## src/source/forthCtrlPkg.sv

```systemverilog
`default_nettype none

package forthCtrlPkg;

	// one phase per cycle, four cycles per instruction
	typedef enum logic [1:0] {
		PHASE_FETCH   = 2'd0,
		PHASE_DECODE  = 2'd1,
		PHASE_EXECUTE = 2'd2,
		PHASE_COMMIT  = 2'd3
	} phase_t;

	typedef logic       aSource_t;
	typedef logic [1:0] bSource_t;

	localparam aSource_t ALU_A_SOURCEX_REG_A = 1'b0;
	localparam aSource_t ALU_A_SOURCEX_R0    = 1'b1;

	localparam bSource_t ALU_B_SOURCEX_REG_B  = 2'b00;
	localparam bSource_t ALU_B_SOURCEX_ARG_U4 = 2'b01; // zero-extended low nibble
	localparam bSource_t ALU_B_SOURCEX_ARG_U8 = 2'b10; // zero-extended low byte
	localparam bSource_t ALU_B_SOURCEX_U8_HI  = 2'b11; // low byte moved to the upper byte

endpackage

`default_nettype wire

```

## src/source/forthIsaPkg.sv

```systemverilog
`default_nettype none

package forthIsaPkg;

	typedef logic [15:0] word_t;     // data word and instruction
	typedef logic [3:0]  regIndex_t;
	typedef logic [1:0]  group_t;
	typedef logic [3:0]  aluOp_t;
	typedef logic [1:0]  mode_t;

	// instruction group, bits 15..14
	localparam group_t GROUP_GENERAL          = 2'b00;
	localparam group_t GROUP_ARITHMETIC_LOGIC = 2'b01;
	localparam group_t GROUP_LOAD_STORE       = 2'b10;
	localparam group_t GROUP_JUMP             = 2'b11;

	// alu operation, bits 13..10
	localparam aluOp_t ALU_MOV = 4'h0;
	localparam aluOp_t ALU_AND = 4'h1;
	localparam aluOp_t ALU_OR  = 4'h2;
	localparam aluOp_t ALU_XOR = 4'h3;
	localparam aluOp_t ALU_ADD = 4'h4;
	localparam aluOp_t ALU_SUB = 4'h5;
	localparam aluOp_t ALU_SHL = 4'h6;
	localparam aluOp_t ALU_SHR = 4'h7;
	localparam aluOp_t ALU_NOT = 4'h8;

	// addressing mode, bits 9..8; destination is always the A operand register
	localparam mode_t MODE_REG_REG  = 2'b00;
	localparam mode_t MODE_REG_U4   = 2'b01;
	localparam mode_t MODE_ACC_U8   = 2'b10;
	localparam mode_t MODE_ACC_U8HI = 2'b11;

	localparam regIndex_t REG_R0 = 4'd0; // accumulator

	function automatic group_t instrGroup(input word_t instr);
		return instr[15:14];
	endfunction

	function automatic aluOp_t instrAluOp(input word_t instr);
		return instr[13:10];
	endfunction

	function automatic mode_t instrMode(input word_t instr);
		return instr[9:8];
	endfunction

	function automatic regIndex_t instrRegA(input word_t instr);
		return instr[7:4];
	endfunction

	function automatic regIndex_t instrRegB(input word_t instr);
		return instr[3:0];
	endfunction

endpackage

`default_nettype wire
```

## src/source/forthAluCore.sv

```systemverilog
`timescale 1ns/1ps
`default_nettype none

module forthAluCore
	import forthIsaPkg::*;
	import forthCtrlPkg::*;
(
	input  logic      CLK,
	input  logic      reset,
	input  word_t     instruction,
	output logic      fetch,
	output logic      writeValid,
	output regIndex_t writeReg,
	output word_t     writeData,
	output logic      zeroFlag,
	output logic      carryFlag
);

	logic       decode;
	logic       execute;
	logic       commit;
	logic       regAClkEn;
	logic       regBClkEn;
	logic       regAWen;
	regIndex_t  regAIndex;
	regIndex_t  regBIndex;
	aluOp_t     aluOp;
	aSource_t   aSource;
	bSource_t   bSource;
	logic [7:0] immediate;
	word_t      readA;
	word_t      readB;
	word_t      aluWriteData; // combinational result during commit

	instructionPhaseDecoder phase_i (
		.CLK     (CLK),
		.reset   (reset),
		.fetch   (fetch),
		.decode  (decode),
		.execute (execute),
		.commit  (commit)
	);

	aluGroupDecoder decoder_i (
		.CLK         (CLK),
		.reset       (reset),
		.instruction (instruction),
		.fetch       (fetch),
		.decode      (decode),
		.execute     (execute),
		.commit      (commit),
		.regAClkEn   (regAClkEn),
		.regBClkEn   (regBClkEn),
		.regAWen     (regAWen),
		.regAIndex   (regAIndex),
		.regBIndex   (regBIndex),
		.aluOp       (aluOp),
		.aSource     (aSource),
		.bSource     (bSource),
		.immediate   (immediate)
	);

	registerFile regs_i (
		.CLK       (CLK),
		.reset     (reset),
		.regAIndex (regAIndex),
		.regBIndex (regBIndex),
		.regAClkEn (regAClkEn),
		.regBClkEn (regBClkEn),
		.regAWen   (regAWen),
		.writeData (aluWriteData),
		.readA     (readA),
		.readB     (readB)
	);

	aluDatapath alu_i (
		.CLK        (CLK),
		.reset      (reset),
		.commit     (commit),
		.readA      (readA),
		.readB      (readB),
		.aSource    (aSource),
		.bSource    (bSource),
		.aluOp      (aluOp),
		.immediate  (immediate),
		.writeData  (aluWriteData),
		.resultData (writeData),
		.zeroFlag   (zeroFlag),
		.carryFlag  (carryFlag)
	);

	// write-back report, valid for one cycle in the following fetch
	always_ff @(posedge CLK) begin
		if (reset) begin
			writeValid <= 1'b0;
			writeReg   <= '0;
		end else begin
			writeValid <= regAWen; // only ever high during commit
			if (commit)
				writeReg <= regAIndex;
		end
	end

endmodule

`default_nettype wire

```

## src/source/aluDatapath.sv

```systemverilog
`timescale 1ns/1ps
`default_nettype none

module aluDatapath
	import forthIsaPkg::*;
	import forthCtrlPkg::*;
(
	input  logic       CLK,
	input  logic       reset,
	input  logic       commit,
	input  word_t      readA,
	input  word_t      readB,
	input  aSource_t   aSource,
	input  bSource_t   bSource,
	input  aluOp_t     aluOp,
	input  logic [7:0] immediate,
	output word_t      writeData,
	output word_t      resultData,
	output logic       zeroFlag,
	output logic       carryFlag
);

	word_t       operandA;
	word_t       operandB;
	logic [16:0] aluResult; // bit 16 is carry or borrow

	assign operandA = readA; // accumulator modes address port A to r0

	always_comb begin
		case (bSource)
			ALU_B_SOURCEX_ARG_U4: operandB = {12'h000, immediate[3:0]};
			ALU_B_SOURCEX_ARG_U8: operandB = {8'h00, immediate};
			ALU_B_SOURCEX_U8_HI:  operandB = {immediate, 8'h00};
			default:              operandB = readB;
		endcase
	end

	always_comb begin
		case (aluOp)
			ALU_AND: aluResult = {1'b0, operandA & operandB};
			ALU_OR:  aluResult = {1'b0, operandA | operandB};
			ALU_XOR: aluResult = {1'b0, operandA ^ operandB};
			ALU_ADD: aluResult = {1'b0, operandA} + {1'b0, operandB};
			ALU_SUB: aluResult = {1'b0, operandA} - {1'b0, operandB}; // borrow when A < B
			ALU_SHL: aluResult = {operandA, 1'b0};
			ALU_SHR: aluResult = {operandA[0], 1'b0, operandA[15:1]}; // lsb falls into carry
			ALU_NOT: aluResult = {1'b0, ~operandA};
			default: aluResult = {1'b0, operandB}; // mov and unused codes
		endcase
	end

	assign writeData = aluResult[15:0];

	always_ff @(posedge CLK) begin
		if (reset) begin
			resultData <= '0;
			zeroFlag   <= 1'b0;
			carryFlag  <= 1'b0;
		end else if (commit) begin
			resultData <= writeData;
			zeroFlag   <= (writeData == '0);
			carryFlag  <= aluResult[16];
		end
	end

endmodule

`default_nettype wire

```

## src/source/registerFile.sv

```systemverilog
`timescale 1ns/1ps
`default_nettype none

module registerFile
	import forthIsaPkg::*;
(
	input  logic      CLK,
	input  logic      reset,
	input  regIndex_t regAIndex,
	input  regIndex_t regBIndex,
	input  logic      regAClkEn,
	input  logic      regBClkEn,
	input  logic      regAWen,
	input  word_t     writeData,
	output word_t     readA,
	output word_t     readB
);

	word_t regs [16];

	// single write port, destination is always the A register
	always_ff @(posedge CLK) begin
		if (reset) begin
			for (int i = 0; i < 16; i++)
				regs[i] <= '0;
		end else if (regAWen) begin
			regs[regAIndex] <= writeData;
		end
	end

	// registered read ports, loaded at the end of execute
	always_ff @(posedge CLK) begin
		if (regAClkEn)
			readA <= regs[regAIndex];
		if (regBClkEn)
			readB <= regs[regBIndex];
	end

endmodule

`default_nettype wire

```

## src/source/aluGroupDecoder.sv

```systemverilog
`timescale 1ns/1ps
`default_nettype none

module aluGroupDecoder
	import forthIsaPkg::*;
	import forthCtrlPkg::*;
(
	input  logic       CLK,
	input  logic       reset,
	input  word_t      instruction,
	input  logic       fetch,
	input  logic       decode,
	input  logic       execute,
	input  logic       commit,
	output logic       regAClkEn,
	output logic       regBClkEn,
	output logic       regAWen,
	output regIndex_t  regAIndex,
	output regIndex_t  regBIndex,
	output aluOp_t     aluOp,
	output aSource_t   aSource,
	output bSource_t   bSource,
	output logic [7:0] immediate
);

	word_t instrReg;    // held from the end of fetch to the next fetch
	logic  isAluGroup;  // set at the end of decode
	mode_t mode;
	logic  accMode;

	always_ff @(posedge CLK) begin
		if (reset) begin
			instrReg   <= '0;
			isAluGroup <= 1'b0;
		end else begin
			if (fetch)
				instrReg <= instruction;
			if (decode)
				isAluGroup <= (instrGroup(instrReg) == GROUP_ARITHMETIC_LOGIC);
		end
	end

	assign mode    = instrMode(instrReg);
	assign accMode = (mode == MODE_ACC_U8) || (mode == MODE_ACC_U8HI);

	// operand reads in execute, write back in commit
	assign regAClkEn = execute && isAluGroup;
	assign regBClkEn = execute && isAluGroup && (mode == MODE_REG_REG);
	assign regAWen   = commit && isAluGroup;

	// accumulator modes read and write r0, bits 7..4 then belong to the immediate
	assign regAIndex = accMode ? REG_R0 : instrRegA(instrReg);
	assign regBIndex = instrRegB(instrReg);

	assign aluOp     = instrAluOp(instrReg);
	assign immediate = instrReg[7:0];

	always_comb begin
		case (mode)
			MODE_REG_REG: begin
				aSource = ALU_A_SOURCEX_REG_A;
				bSource = ALU_B_SOURCEX_REG_B;
			end
			MODE_REG_U4: begin
				aSource = ALU_A_SOURCEX_REG_A;
				bSource = ALU_B_SOURCEX_ARG_U4;
			end
			MODE_ACC_U8: begin
				aSource = ALU_A_SOURCEX_R0;
				bSource = ALU_B_SOURCEX_ARG_U8;
			end
			default: begin // MODE_ACC_U8HI
				aSource = ALU_A_SOURCEX_R0;
				bSource = ALU_B_SOURCEX_U8_HI;
			end
		endcase
	end

endmodule

`default_nettype wire

```

## src/source/instructionPhaseDecoder.sv

```systemverilog
`timescale 1ns/1ps
`default_nettype none

module instructionPhaseDecoder
	import forthCtrlPkg::*;
(
	input  logic CLK,
	input  logic reset,
	output logic fetch,
	output logic decode,
	output logic execute,
	output logic commit
);

	phase_t phase;

	// free running rotation, no stalls
	always_ff @(posedge CLK) begin
		if (reset) begin
			phase <= PHASE_FETCH;
		end else begin
			case (phase)
				PHASE_FETCH:   phase <= PHASE_DECODE;
				PHASE_DECODE:  phase <= PHASE_EXECUTE;
				PHASE_EXECUTE: phase <= PHASE_COMMIT;
				PHASE_COMMIT:  phase <= PHASE_FETCH;
				default:       phase <= PHASE_FETCH;
			endcase
		end
	end

	assign fetch   = (phase == PHASE_FETCH);
	assign decode  = (phase == PHASE_DECODE);
	assign execute = (phase == PHASE_EXECUTE);
	assign commit  = (phase == PHASE_COMMIT);

endmodule

`default_nettype wire

```

## config.mk

```make
export PLATFORM = sky130hd
export DESIGN_NAME = forthAluCore
export DESIGN_NICKNAME = d
export VERILOG_FILES = /design/src/source/forthCtrlPkg.sv /design/src/source/forthIsaPkg.sv /design/src/source/forthAluCore.sv /design/src/source/aluDatapath.sv /design/src/source/registerFile.sv /design/src/source/aluGroupDecoder.sv /design/src/source/instructionPhaseDecoder.sv
export SDC_FILE = /design/constraint.sdc
export NUM_CORES = 1
export LEC_CHECK = 0
export BUFFER_PORTS_ARGS = -buffer_cell sky130_fd_sc_hd__buf_4
export CORE_AREA = 2 2 183 185
export CTS_CLUSTER_SIZE = 14
export DETAILED_ROUTE_END_ITERATION = 8
export DIE_AREA = 0 0 185 187
export HOLD_SLACK_MARGIN = 0.12
export PLACE_DENSITY_LB_ADDON = 0.12
export RECOVER_POWER = 25
export SLEW_MARGIN = 20
export SYNTH_ARGS = -nofsm -noshare
export SYNTH_HDL_FRONTEND = slang
export SYNTH_SLANG_ARGS = --single-unit
```

## constraint.sdc

```tcl
create_clock -name CLK -period 3.8 [get_ports CLK]
set_input_delay 0.19 -clock CLK [delete_from_list [all_inputs] [get_ports CLK]]
set_output_delay 0.19 -clock CLK [all_outputs]
set_load 0.02 [all_outputs]
```

==> run metrics, run 1 <==
Post-synth EDFFs=between 200 and 300; # H-tree levels=2; Worst setup EP type=flop; CTS tree=built; maximum clock frequency=between 0.2 and 0.3 GHz; Ports=42; outcome=complete, but fails checks; Tcrit/Tclk final=102%; Cell variety after synth=84; Worst slew margin=-41.7%; All-Layer GR Usage=around 36%; Worst Hold Class=in -> reg; # fillers=2684; ant diodes=0; Post-Layout Cell Count=about 2200; Synth top area share=47.2%; sequential area share after synthesis=about half; worst-margin pin slew=2.13 ns; top area cells in the synthesized netlist=edfxtp_1 (47%), mux4_2 (9.8%), nor2_1 (6.7%); final setup fails=17; Max Cap Viol=2; dpl hpwl=41.3 mm; largest net degree at the start of global routing=66; clock slew at reported path FFs=~0.060 ns; Slowest cell on crit path=dfxtp_4; failing checks=max-capacitance violations, max-slew violations, negative setup slack; Synth Instances=approximately 1600; Placed Cells=2113; cell area after layout=around 0.022 sq mm; Worst IR Drop VDD=approximately 310 uV; DIE WIDTH=about 190 microns; Syn Nets=between 1500 and 2000; synth cell count leaders=nor2_1 (325), edfxtp_1 (288), a22oi_1 (134); die height=~190 microns; CP Cell Sequence=xor2_4 -> buf_6 -> a22oi_2 -> buf_4 -> ha_4 -> nand3_4 -> nor3_4 -> a21oi_2 -> xnor2_1 -> ha_1 -> a21o_1 -> a21oi_2 -> o22a_1 -> nand2_2 -> o221ai_2 -> xor2_1 -> o21ai_2 -> o21ai_4 -> clkbuf_16 -> nor2_1; Post-Place Cell Area=between 0.015 and 0.02 sq mm; Synth-to-Final Area Change=17.4%; vias in the first global route=between 10000 and 15000; Residual DRC=0; most common cell in the netlist=nor2_1; GP Congestion=0.973; ys flop type=edfxtp_1; syn_area_per_cell=about 11 sq um; crit-path max cell delay=between 0.3 and 0.4 ns; antenna violations before repair=3; drt pass-1 iters=6; crit-path max FO=8; num rows=67; gr ovfl total=0; share of layout cells above drive strength 1=22.4%; leak pwr=roughly 7.7 nW; Final Critical Period=about 3.9 ns; final worst setup slack=-0.0896 ns; Synth Area in XOR/XNOR=under 10%; first-pass GRT wire length=90.0 mm; crit path kind=reg -> reg; largest family of logic cells by synthesized area=compound AO/OA/AOI/OAI gates; post-synthesis compound-gate area fraction=between 10% and 20%; clk sink count=between 300 and 400; startpoint types=flop; antenna-violating nets left=0; area leader, netlist=edfxtp_1; RSZ-0062 raised after global routing=yes; clock skew=around 0.025 ns; Power Density=~600 mW/mm^2; final cell utilization of the core=~65%; nets=approximately 1800; Max Root-Sink Buffers=3; Synth Register Bits=330; CTS Root Cell=clkbuf_16; Clk Latency, worst-skew pair=approximately 0.53 ns; critical path data required time=between 4 and 5 ns; I/O Buffers=about 40; routed wire length=slightly above 60 mm; DR WL/cell=approximately 28 microns; final hold vios=0; area of the mapped netlist=0.0183 sq mm; Worst Path Arrival=roughly 4.2 ns; post-synthesis mux area share=11.8%; most frequent CP cell=a21oi_2; DR iter-0 viols=about 2100; die footprint=0.0346 sq mm; simple-gate share of the synthesized area=approximately an eighth; core area=0.0329 sq mm; Initial Utilization=55.7%; CTS buffer count=37; synth warn=0; asr flop ratio synth=0%; max-slew violations=85; vias=about 15000; routed vias/inst=6.61; Adder-Cell Fraction of Synth Area=3.66%
[timing repair]
action                     4_1_cts  5_1_grt
hold endpoints to repair        16        0
setup buffers                    1        7
hold buffers                    16        0
gates cloned                     0        3
gates resized for setup         13       76
pin swaps                        4       10
setup endpoints to repair       72      136
[per-layer routing]
metal,track usage [%],vias up,wire (microns)
met3,7.40,191,6120
met1,44.5,7187,21800
met2,58.6,890,29800
met4,17.9,6,3420
met5,0,-,57
li1,-,6311,-
[power breakdown]
group / total (mW) / internal [mW] / leakage [nW] / switching [mW]
Combinational: 5.09 / 1.95 / 3.88 / 3.14
Sequential: 4.25 / 4.13 / 3.28 / 0.119
Clock: 3.39 / 1.95 / 0.550 / 1.44
Total: 12.7 / 8.04 / 7.71 / 4.69
[per-stage QoR]
step           setup TNS (ns)  hold WS [ns]  setup slack [ns]  total power [mW]
3_3_place_gp            -1.68         0.422           -0.0871              8.85
3_5_place_dp            -4.85         0.433            -0.166              8.88
6_report                -1.18         0.177           -0.0896              12.7
2_1_floorplan               0         0.337            0.0121              7.07
5_1_grt                 -6.22         0.190            -0.206              13.2
4_1_cts                     0         0.174           0.00361              12.3
[cell type report]
cell class | count | area, sq um | area share (%)
clock inverter | 18 | 123 | 0.570
multi-input combinational | 1104 | 8450 | 39.3
sequential | 330 | 9500 | 44.2
timing repair buffer | 207 | 1650 | 7.69
clock buffer | 50 | 1020 | 4.73
inverter | 51 | 193 | 0.896
tap | 448 | 561 | 2.61
[critical path, delay by kind of cell, from the launching register on]
kind	cells	cell delay (ns)
adder cells (fa/ha/maj)	2	0.47
XOR/XNOR	3	0.55
buffers and inverters	3	0.52
AND/OR/NAND/NOR	4	0.44
AO/OA/AOI/OAI	8	1.28
flip-flops	1	0.37
[flip-flops by register name, summed over array words and instances, names as in the netlist]
name / count
writeReg: 4
alu_i.resultData: 16
decoder_i.isAluGroup: 1
regs_i.regs: 256
decoder_i.instrReg: 16
alu_i.zeroFlag: 1
alu_i.carryFlag: 1
regs_i.readB: 16
writeValid: 1
regs_i.readA: 16
phase_i.phase: 2
[cell families after synthesis]
kind of cell	after synthesis
AO/OA/AOI/OAI	388
XOR/XNOR	23
buffers and inverters	191
flip-flops	330
AND/OR/NAND/NOR	525
adder cells (fa/ha/maj)	53
multiplexers	115
[path summary, 6_finish.rpt]
path | slack, ns | from | to | cells after the start
setup / recovery | -0.09 | decoder_i.instrReg[9]$_SDFFE_PP0P_ | regs_i.regs[15][15]$_SDFFCE_PN0P_ | 20
hold / removal | 0.18 | reset | decoder_i.instrReg[14]$_SDFFE_PP0P_ | 2
setup reg to reg | -0.09 | decoder_i.instrReg[9]$_SDFFE_PP0P_ | regs_i.regs[15][15]$_SDFFCE_PN0P_ | 20
hold reg to reg | 0.47 | alu_i.resultData[6]$_SDFFE_PP0N_ | alu_i.resultData[6]$_SDFFE_PP0N_ | 2
[cells in the final DEF, fill, tap and decap left out, types with 22 or more instances in the layout]
| cell type | instances |
|---|---|
| nor2_1 | 302 |
| edfxtp_1 | 288 |
| nand2_1 | 56 |
| nand2b_1 | 27 |
| dfxtp_1 | 39 |
| clkbuf_16 | 42 |
| buf_4 | 137 |
| mux2i_1 | 27 |
| o21ai_0 | 22 |
| mux4_2 | 80 |
| ha_1 | 48 |
| a22oi_1 | 131 |
| a21oi_1 | 108 |
| clkbuf_1 | 48 |
| inv_1 | 46 |
Note: power is estimated with default switching activity, not from simulation.
==> inputs of run 2 (changes only) <==
CORE_AREA = 2 2 210 161   (was 2 2 183 185)
DIE_AREA = 0 0 212 163   (was 0 0 185 187)
==> run 2 against run 1 <==
The flow still finishes with violations (max-capacitance violations, max-slew violations, negative setup slack). Combinational power grew 2%. Global-route usage up 0.92 points. Die area shrank 0.11%.
==> run metrics, run 2 (synthesized netlist as in run 1, its figures left out) <==
clk sink count=330; Power Internal=7.84 mW; CP Cell Sequence=buf_6 -> clkbuf_1 -> nor3b_1 -> clkbuf_2 -> a22oi_1 -> a21oi_1 -> or4_1; maximum clock frequency=approximately 0.26 GHz; switching share of power=between 30% and 40%; worst-margin pin slew=about 1.8 ns; die height=between 150 and 200 microns; Synth-to-Final Area Change=16.9%; sequential share of power=about a third; core area=0.0327 sq mm; max-slew violations=80; Post-Place Cell Area=about 0.02 sq mm; gr ovfl total=0; CTS Root Cell=clkbuf_16; crit-path max FO=60; Final Critical Period=just under 4 ns; Worst Path Arrival=between 4 and 5 ns; dpl hpwl=around 42 mm; antenna-violating nets left=0; footprint of the multi-input gates=around 0.0085 sq mm; nets=approximately 1800; outcome=complete, but fails checks; CTS buffer count=35; most frequent cells in the layout=nor2_1 (304), edfxtp_1 (288), buf_4 (145), a22oi_1 (131), a21oi_1 (106); DR iter-0 viols=approximately 2300; I/O Buffers=slightly above 40; Residual DRC=0; total power draw=between 10 and 15 mW; Worst Hold Class=in -> reg; GP Congestion=approximately 1; largest net degree at the start of global routing=61; DR WL/cell=28.4 microns; crit-path max cell delay=approximately 1 ns; Max Cap Viol=2; clock skew=around 0.025 ns; DIE WIDTH=approximately 210 microns; startpoint types=flop; register area=0.00950 sq mm; clock slew at reported path FFs=0.06 ns; final worst setup slack=-0.115 ns; critical path data required time=about 4.0 ns; vias in the first global route=about 14000; Max Root-Sink Buffers=3; cell area after layout=between 0.02 and 0.025 sq mm; Worst IR Drop VDD=396 uV; first-pass GRT wire length=about 90 mm; drt pass-1 iters=6; setup tns final=-2.39 ns; crit path kind=reg -> reg; antenna violations before repair=9; share of layout cells above drive strength 1=a little under a quarter; Clock Power Share=between 20% and 30%; Initial Utilization=between 50% and 60%; routed wire length=about 63 mm; max reg flops=256; final setup fails=between 50 and 60; leak pwr=around 7.7 nW; most common cell after layout, fill and taps aside=nor2_1; vias=about 15000; Tcrit/Tclk final=103%; CTS tree=built; All-Layer GR Usage=between 30% and 40%; post-place setup slack=-0.180 ns; # fillers=2536; num rows=58; Worst slew margin=-19.7%; # H-tree levels=2; RSZ-0062 raised after global routing=yes; die footprint=0.0346 sq mm; failing checks=max-capacitance violations, max-slew violations, negative setup slack; Logic pwr share=~41%; final hold vios=0; Reg with most FFs=regs_i.regs; Power Density=between 500 and 600 mW/mm^2; NetSw=roughly 4.8 mW; Worst setup EP type=flop; routed vias/inst=~6.7; Clk Latency, worst-skew pair=between 0.5 and 0.6 ns; Ports=42; Slowest cell on crit path=clkbuf_2
[run 2: cell types whose count changed in the layout (fill, tap and decap cells not counted), moves of 3 or more]
cell       delta
nor2_2        -3
clkinv_2      -4
buf_4         +8
clkbuf_16     -4
buf_12        -3
clkbuf_1      -4
buf_6         +4
[run 2: final cells by class]
type,count,share of cell area [%]
antenna,1,0.0117
clock buffer,52,4.62
clock inverter,11,0.322
inverter,51,0.900
multi-input combinational,1104,39.6
sequential,330,44.4
tap,450,2.63
timing repair buffer,208,7.55
[run 2: power groups by stage]
| stage | combinational (mW) | sequential [mW] | clock, mW |
|---|---|---|---|
| after floorplan | 2.77 | 4.30 | 0 |
| after global placement | 4.66 | 4.30 | 0 |
| after detailed placement | 4.70 | 4.31 | 0 |
| after CTS | 4.77 | 4.24 | 3.27 |
| after global routing | 5.38 | 4.26 | 3.42 |
| final | 5.17 | 4.24 | 3.25 |
[run 2: worst max-delay path: cells and delay by family (launching register included)]
kind,cells,cell delay (ns)
DFF,1,0.40
AOI/OAI and AO/OA,2,0.71
buffers and inverters,3,1.67
and+or+nand+nor,2,0.81
[run 2: stage by stage]
stage,utilization (%),hold slack [ns],instances
2_1_floorplan,-,0.337,1625
3_3_place_gp,60.6,0.423,2114
3_5_place_dp,60.6,0.432,2114
4_1_cts,64.5,0.160,2194
5_1_grt,65.4,0.190,2206
6_report,65.4,0.185,2207
[run 2: final timing paths]
check	from	depth (start not counted)	slack [ns]	end
max	decoder_i.instrReg[9]$_SDFFE_PP0P_	7	-0.11	regs_i.readA[4]$_DFFE_PP_
min reg2reg	writeReg[0]$_SDFFE_PP0N_	2	0.48	writeReg[0]$_SDFFE_PP0N_
min	reset	3	0.19	writeValid$_SDFF_PP0_
max reg2reg	decoder_i.instrReg[9]$_SDFFE_PP0P_	7	-0.11	regs_i.readA[4]$_DFFE_PP_
[run 2: what timing repair did]
item                                    CTS  global route
pin swaps                                 7            26
buffers inserted                          1            12
hold endpoints to repair                 16             0
cloned                                    0             1
hold buffers                             16             0
endpoints found under the setup margin   88           136
gates resized for setup                  17            76
[run 2: routing by layer]
metal,up-vias,part of all wire (%),GRT usage [%]
li1,6313,-,-
met1,7200,40,55.7
met2,1112,41,49.0
met3,127,16,12.2
met4,10,2.7,10.7
met5,-,0.091,0
